## config.mk

```make
export PLATFORM = sky130hd
export DESIGN_NAME = motor_controller_top
export DESIGN_NICKNAME = d
export VERILOG_FILES = /design/src/motor_pkg.sv /design/src/motor_status_monitor.sv /design/src/motor_regs.sv /design/src/motor_pwm.sv /design/src/motor_controller_top.sv
export SDC_FILE = /design/constraint.sdc
export NUM_CORES = 1
export LEC_CHECK = 0
export BUFFER_PORTS_ARGS = -buffer_cell sky130_fd_sc_hd__buf_4
export CORE_ASPECT_RATIO = 0.7
export CORE_MARGIN = 4
export CORE_UTILIZATION = 55
export CTS_CLUSTER_DIAMETER = 30
export DETAILED_ROUTE_END_ITERATION = 8
export GPL_ROUTABILITY_DRIVEN = 1
export PLACE_DENSITY = 0.76
export SLEW_MARGIN = 20
export SYNTH_ARGS = -nofsm -noshare
export SYNTH_HDL_FRONTEND = slang
export SYNTH_SLANG_ARGS = --single-unit
```

## constraint.sdc

```tcl
create_clock -name clk -period 4 [get_ports clk]
set_input_delay 0.8 -clock clk [delete_from_list [all_inputs] [get_ports clk]]
set_output_delay 0.8 -clock clk [all_outputs]
set_load 0.01 [all_outputs]
```

## src/motor_pkg.sv

```systemverilog
/*
 * Shared types and register map of the motor power stage controller.
 * Word addressed map, four 16-bit registers. Status lines are active low.
 */
package motor_pkg;

    typedef logic [1:0]         reg_addr_t;  // Register word address.
    typedef logic [15:0]        reg_data_t;  // Register data word.
    typedef logic signed [15:0] power_t;     // Signed on-cycle command.

    // Status lines in register bit order 2, 1, 0.
    typedef struct packed {
        logic drv_otw_n;     // Driver over-temperature warning.
        logic drv_fault_n;   // Driver fault.
        logic hall_fault_n;  // Hall sensor fault, reported only.
    } status_t;

    // One register access from the host.
    typedef struct packed {
        logic      read;
        logic      write;
        reg_addr_t address;
        reg_data_t writedata;
    } bus_req_t;

    // Word addresses.
    localparam reg_addr_t ADDR_STATUS  = 2'd0;  // Read only, live status.
    localparam reg_addr_t ADDR_INTFLAG = 2'd1;  // Read only, sticky flags.
    localparam reg_addr_t ADDR_FAULT   = 2'd2;  // Write only, reads zero.
    localparam reg_addr_t ADDR_POWER   = 2'd3;  // Read/write command.

    // FAULT register bits.
    localparam int FAULT_CLR_BIT = 0;
    localparam int FAULT_SET_BIT = 1;

endpackage

```

## src/motor_status_monitor.sv

```systemverilog
/*
 * Two-flop synchronizer for the asynchronous status lines, sticky flags
 * and the fault flop. Only the two driver lines can raise fault.
 * fault_set and fault_clear are single-cycle pulses in the clk domain.
 */
module motor_status_monitor import motor_pkg::*; (
    input  logic    clk,
    input  logic    reset,
    input  status_t status_raw,   // Asynchronous, active low.
    input  logic    fault_set,
    input  logic    fault_clear,
    output status_t status_sync,  // STATUS register value.
    output status_t status_flag,  // INTFLAG register value.
    output logic    fault
);

    status_t sync_meta;  // First synchronizer stage.
    logic    drv_flagged;

    // Two-flop synchronizer.
    // Idle level of the lines is high, so reset to ones.
    always_ff @(posedge clk or posedge reset) begin
        if (reset) begin
            sync_meta   <= '1;
            status_sync <= '1;
        end else begin
            sync_meta   <= status_raw;
            status_sync <= sync_meta;
        end
    end

    // Sticky active-low flags.
    // A clear reloads ones, ANDed with the live value so a held fault stays.
    always_ff @(posedge clk or posedge reset) begin
        if (reset) begin
            status_flag <= '1;
        end else if (fault_clear) begin
            status_flag <= status_sync;  // Same as '1 & status_sync.
        end else begin
            status_flag <= status_flag & status_sync;
        end
    end

    // Latched driver problem, Hall fault excluded.
    assign drv_flagged = !status_flag.drv_otw_n || !status_flag.drv_fault_n;

    // Fault flop.
    // Driver flags win over clear, clear wins over set.
    always_ff @(posedge clk or posedge reset) begin
        if (reset) begin
            fault <= 1'b0;
        end else if (drv_flagged) begin
            fault <= 1'b1;
        end else if (fault_clear) begin
            fault <= 1'b0;
        end else if (fault_set) begin
            fault <= 1'b1;
        end
    end

    // A latched driver flag forces fault on the following cycle.
    a_drv_flag_fault : assert property (
        @(posedge clk) disable iff (reset)
        (!status_flag.drv_otw_n || !status_flag.drv_fault_n) |=> fault
    ) else $error("fault low after latched driver flag");

endmodule

```

## src/motor_regs.sv

```systemverilog
/*
 * Register slave with plain read/write strobes and one-cycle read latency.
 * Read and write must not be high together. Unknown writes are ignored.
 * POWER is handed on as a valid/ready stream, the newest write wins.
 */
module motor_regs import motor_pkg::*; (
    input  logic      clk,
    input  logic      reset,
    input  bus_req_t  bus,
    output reg_data_t readdata,
    input  status_t   status_sync,
    input  status_t   status_flag,
    output logic      fault_set,
    output logic      fault_clear,
    output power_t    cmd_data,
    output logic      cmd_valid,
    input  logic      cmd_ready
);

    logic wr_fault;  // Write hits FAULT.
    logic wr_power;  // Write hits POWER.
    logic cmd_xfer;  // Stream handshake this cycle.

    // Write decode.
    assign wr_fault = bus.write && (bus.address == ADDR_FAULT);
    assign wr_power = bus.write && (bus.address == ADDR_POWER);
    assign cmd_xfer = cmd_valid && cmd_ready;

    // Read path.
    // Data is registered, valid the cycle after read.
    always_ff @(posedge clk or posedge reset) begin
        if (reset) begin
            readdata <= '0;
        end else if (bus.read) begin
            case (bus.address)
                ADDR_STATUS:  readdata <= {13'b0, status_sync};  // Reserved bits zero.
                ADDR_INTFLAG: readdata <= {13'b0, status_flag};
                ADDR_FAULT:   readdata <= '0;                     // Write only.
                ADDR_POWER:   readdata <= reg_data_t'(cmd_data);
                default:      readdata <= '0;
            endcase
        end
    end

    // Fault pulses.
    // One cycle long, starting the cycle after the FAULT write.
    always_ff @(posedge clk or posedge reset) begin
        if (reset) begin
            fault_set   <= 1'b0;
            fault_clear <= 1'b0;
        end else begin
            fault_set   <= wr_fault && bus.writedata[FAULT_SET_BIT];
            fault_clear <= wr_fault && bus.writedata[FAULT_CLR_BIT];
        end
    end

    // POWER register, doubles as the stream data.
    always_ff @(posedge clk or posedge reset) begin
        if (reset) begin
            cmd_data <= '0;
        end else if (wr_power) begin
            cmd_data <= power_t'(bus.writedata);  // Overwrites a pending value.
        end
    end

    // Stream valid.
    // A write in the handshake cycle keeps valid up for the new value.
    always_ff @(posedge clk or posedge reset) begin
        if (reset) begin
            cmd_valid <= 1'b0;
        end else if (wr_power) begin
            cmd_valid <= 1'b1;
        end else if (cmd_xfer) begin
            cmd_valid <= 1'b0;
        end
    end

    // Host protocol.
    a_no_rd_wr : assert property (
        @(posedge clk) disable iff (reset)
        !(bus.read && bus.write)
    ) else $error("read and write high together");

    // Held command stays put unless the host rewrites POWER.
    a_cmd_stable : assert property (
        @(posedge clk) disable iff (reset)
        (cmd_valid && !cmd_ready && !wr_power) |=> $stable(cmd_data)
    ) else $error("cmd_data changed while stalled");

endmodule

```

## src/motor_pwm.sv

```systemverilog
/*
 * One-period PWM for a pair of half-bridge enables, no dead time.
 * Commands are taken in idle or on the last cycle of a period.
 * PWM_MAX_ON must be below PWM_PERIOD. Fault forces both enables low.
 */
module motor_pwm import motor_pkg::*; #(
    parameter int PWM_PERIOD = 3000,  // Clock cycles per period.
    parameter int PWM_MAX_ON = 2985   // Largest on-count.
) (
    input  logic   clk,
    input  logic   reset,
    input  power_t cmd_data,
    input  logic   cmd_valid,
    output logic   cmd_ready,
    input  logic   fault,
    output logic   pwm_a,
    output logic   pwm_b
);

    localparam int CNT_W = $clog2(PWM_PERIOD);

    typedef logic [CNT_W-1:0] count_t;

    typedef enum logic {
        PWM_IDLE,  // No command seen yet.
        PWM_RUN    // Periods running back to back.
    } pwm_state_t;

    pwm_state_t        state;
    count_t            cnt;       // Position in the period.
    count_t            on_len;    // Clamped magnitude.
    logic              dir_b;     // Negative command, drive side B.
    logic              last;      // Last cycle of a period.
    logic              accept;    // Command handshake.
    logic signed [16:0] cmd_ext;  // Room for the magnitude of -32768.
    logic [16:0]       cmd_mag;
    count_t            cmd_len;
    logic              pulse_on;

    assign last      = (state == PWM_RUN) && (cnt == count_t'(PWM_PERIOD - 1));
    assign cmd_ready = (state == PWM_IDLE) || last;
    assign accept    = cmd_valid && cmd_ready;

    // Magnitude and clamp of the incoming command.
    assign cmd_ext = cmd_data;
    assign cmd_mag = (cmd_ext < 0) ? 17'(-cmd_ext) : 17'(cmd_ext);
    assign cmd_len = (cmd_mag > 17'(PWM_MAX_ON)) ? count_t'(PWM_MAX_ON) : count_t'(cmd_mag);

    // State, counter and the per-period command.
    always_ff @(posedge clk or posedge reset) begin
        if (reset) begin
            state  <= PWM_IDLE;
            cnt    <= '0;
            on_len <= '0;
            dir_b  <= 1'b0;
        end else begin
            if (accept) begin
                on_len <= cmd_len;       // Used from the next period start.
                dir_b  <= cmd_data[15];
            end
            case (state)
                PWM_IDLE: begin
                    cnt <= '0;
                    if (accept) begin
                        state <= PWM_RUN;
                    end
                end
                PWM_RUN: begin
                    cnt <= last ? '0 : cnt + count_t'(1);
                end
                default: begin
                    state <= PWM_IDLE;
                end
            endcase
        end
    end

    // Pulse covers the first on_len counts of the period.
    assign pulse_on = (state == PWM_RUN) && (cnt < on_len) && !fault;

    // Registered enables, fault gates them from the next cycle.
    always_ff @(posedge clk or posedge reset) begin
        if (reset) begin
            pwm_a <= 1'b0;
            pwm_b <= 1'b0;
        end else begin
            pwm_a <= pulse_on && !dir_b;
            pwm_b <= pulse_on && dir_b;
        end
    end

    // Shoot-through guard.
    a_no_both : assert property (
        @(posedge clk) disable iff (reset)
        !(pwm_a && pwm_b)
    ) else $error("both half-bridge enables high");

endmodule

```

## src/motor_controller_top.sv

```systemverilog
/*
 * Motor power stage controller top level.
 * irq is the same signal as fault. Status lines may be asynchronous.
 */
module motor_controller_top import motor_pkg::*; #(
    parameter int PWM_PERIOD = 3000,  // Clock cycles per PWM period.
    parameter int PWM_MAX_ON = 2985   // Largest on-count.
) (
    input  logic      clk,
    input  logic      reset,
    input  bus_req_t  bus,
    output reg_data_t readdata,
    input  status_t   status_raw,
    output logic      fault,
    output logic      irq,
    output logic      pwm_a,
    output logic      pwm_b
);

    status_t status_sync;  // Live status for STATUS.
    status_t status_flag;  // Sticky flags for INTFLAG.
    logic    fault_set;
    logic    fault_clear;
    power_t  cmd_data;     // POWER command stream.
    logic    cmd_valid;
    logic    cmd_ready;

    assign irq = fault;  // Single interrupt source.

    motor_regs u_regs (
        .clk         (clk),
        .reset       (reset),
        .bus         (bus),
        .readdata    (readdata),
        .status_sync (status_sync),
        .status_flag (status_flag),
        .fault_set   (fault_set),
        .fault_clear (fault_clear),
        .cmd_data    (cmd_data),
        .cmd_valid   (cmd_valid),
        .cmd_ready   (cmd_ready)
    );

    motor_status_monitor u_monitor (
        .clk         (clk),
        .reset       (reset),
        .status_raw  (status_raw),
        .fault_set   (fault_set),
        .fault_clear (fault_clear),
        .status_sync (status_sync),
        .status_flag (status_flag),
        .fault       (fault)
    );

    motor_pwm #(
        .PWM_PERIOD (PWM_PERIOD),
        .PWM_MAX_ON (PWM_MAX_ON)
    ) u_pwm (
        .clk       (clk),
        .reset     (reset),
        .cmd_data  (cmd_data),
        .cmd_valid (cmd_valid),
        .cmd_ready (cmd_ready),
        .fault     (fault),
        .pwm_a     (pwm_a),
        .pwm_b     (pwm_b)
    );

endmodule

```

==> reports/qor.yml <==
route.detailed.drc: 0
final.setup_skew_ns: 0.00556
final_nets: 420
critPathRequiredTime_ns: 4.29
post_cts_buffers: 0
grt_pass1_wl_um: 12700
hold_buffers: 0
clk_pin_slew_ns: 0.08
ctsRootBufferMaster: "clkbuf_8"
fp-row-count: 24
start_util: 0.571
grt_overflow: 0
drt_wl_total_um: 7600
relSlewSlack: 0.435
antenna_left: 0
syn-num-nets: 375
die_h_um: 75.4
status: "finished, final reports clean"
io_buffers: 44
async_reset_ff_frac: 1.00
fillers: 485
yosysSeqAreaShare: 0.515
grt_setup_unrepaired: "false"
slew_viol_final: 0
antenna_cells: 0
leakagePower_nw: 1.92
yosys_warnings: 0
numCtsBuffers: 9
gp_congestion: 0.845
synth_ff_type: "dfrtp_1"
drt_iter0_drc: 129
fp.dieArea_mm2: 0.00786
worst_ep_arrival_time_ns: 3.21
dp_hpwl_um: 5550
critical_path_class: "reg -> reg"
final_common_cell: "dfrtp_1"
setup_ws_ns: 1.08
tightest_slew_ns: 0.846
min_path_type: "reg -> reg"
coreArea_mm2: 0.00625
cts_buffer_depth: 2
drive_gt1_frac: 0.253
post_drt_wl_per_cell_um: 16.3
min_path_cells: 0
irDropWorstVdd_mv: 0.302
cts_tree: "built"
maxCapViolCount: 0
mostFrequentLayoutCells: "64 x dfrtp_1, 47 x buf_4, 29 x inv_1"
io_pins: 45
end_kind: "flip-flop"
worstSetupStartpointType: "flip-flop"
cts_num_sinks: 73
firstDrtPassIters: 4
hold_viol: 0
worstSkewPairLatency_ns: 0.35
via_count: 2662
fin_crit_ns: 2.92
pre_cts_slack_ns: 1.10
grt_max_degree: 49
postLayoutCoreUtil: 0.670
avgSynthCellArea_um2: 10.6
die_w_um: 104
grt_pass1_vias: 2648
antenna_found_initial: 0
synth-edff-count: 0
setup_tns_ns: 0
area_growth_pct: 17.3
syn_inst: 337
synth.cell_area_mm2: 0.00357
cts_resized: 0
fmax_ghz: 0.342
cts_max_level: 3
via_per_inst: 5.72
r2r_cells: 7
crit_path_max_fanout: 13
yosys_register_bits: 73
grt_use_total: 0.209
setup_violations: 0
powerDensity_mw_per_mm2: 449
timing.final.crit_share: 0.730
synth_cell_types: 54
==> cells in the mapped netlist, types with 3 or more instances <==
master	number	area (um^2)
nor2_1	19	71.3
nand2b_1	4	25.0
nand3_1	6	30.0
clkbuf_1	9	33.8
a21oi_1	15	75.1
nor3_1	5	25.0
mux2i_1	3	30.0
o21a_1	3	22.5
o21ai_1	4	20.0
o31ai_1	3	22.5
inv_1	30	113
dfstp_2	9	236
ha_1	13	163
xnor2_1	9	78.8
or4_1	3	22.5
a21o_1	6	45.0
a31oi_1	4	25.0
o21ai_0	22	110
a32oi_1	3	26.3
nand4_1	4	25.0
nand2_1	26	97.6
mux2_2	16	180
xor2_1	10	87.6
dfrtp_1	64	1600
or3_1	3	18.8
and2_1	5	31.3
and3_1	3	18.8
==> through the flow <==
stage / instance area [um^2] / std cells / hold slack (ns) / total power, mW
finish: 4180 / 465 / 0.356 / 1.88
global route: 4180 / 465 / 0.362 / 1.97
CTS: 4180 / 465 / 0.359 / 1.89
detailed placement: 3950 / 449 / 0.347 / 1.23
global placement: 3950 / 449 / 0.346 / 1.22
floorplan: 3570 / 337 / 0.345 / 1.12
==> state kept, by name (all words and copies together), names as in the netlist, 3 cells and up <==
name	cells
u_monitor.sync_meta	3
u_regs.readdata	16
u_monitor.status_sync	3
u_regs.cmd_data	16
u_pwm.cnt	12
u_monitor.status_flag	3
u_pwm.on_len	12
==> worst paths after layout <==
path	start	endpoint	slack, ns
setup / recovery	u_pwm.cnt[0]	u_pwm.on_len[6]	1.08
hold / removal	u_monitor.sync_meta[1]	u_monitor.status_sync[1]	0.36
setup reg to reg	u_pwm.cnt[0]	u_pwm.on_len[6]	1.08
hold reg to reg	u_monitor.sync_meta[1]	u_monitor.status_sync[1]	0.36
max in group asynchronous	reset	u_pwm.on_len[8]	2.48
min in group asynchronous	reset	u_regs.cmd_data[0]	0.49
==> report_power, final <==
group	internal (mW)	switching, mW	leakage, nW
registers	0.804	0.0827	0.903
clock network	0.383	0.269	0.115
logic	0.151	0.188	0.906
total	1.34	0.540	1.92
==> layout make-up <==
cell class                      instances  area [um^2]  share of cell area
Clock inverter                          5         77.6              0.0185
Clock buffer                           11          151              0.0362
Inverter                               31          116              0.0278
Timing Repair Buffer                   47          353              0.0844
Tap cell                               78         97.6              0.0233
Multi-Input combinational cell        220         1550               0.370
Sequential cell                        73         1840               0.439
==> cell families (layout without fill, tap and decap cells) <==
family,count (synthesis),in the layout,synth area share
AND/OR/NAND/NOR,93,93,0.141
buffers and inverters,44,94,0.0502
multiplexers,19,19,0.0589
XOR/XNOR,19,19,0.0467
adder cells (fa/ha/maj),13,13,0.0456
flip-flops,73,73,0.515
AO/OA/AOI/OAI,76,76,0.142
==> critical path: stages (launching register included) <==
cell and delay [ns]:
dfrtp_1 0.39, ha_1 0.23, nand4_1 0.14, o41ai_1 0.50, nand2_1 0.39, or4_1 0.75
a2111oi_4 0.35, a21o_1 0.12
==> per-layer routing <==
metal  vias up  track usage  part of all wire
li1       1275            -                 -
met1      1295        0.280              0.47
met4         0       0.0693             0.016
met2        77        0.328              0.45
met5         -            0                 0
met3        15       0.0677             0.060
Power figures use the tool's default switching activity.
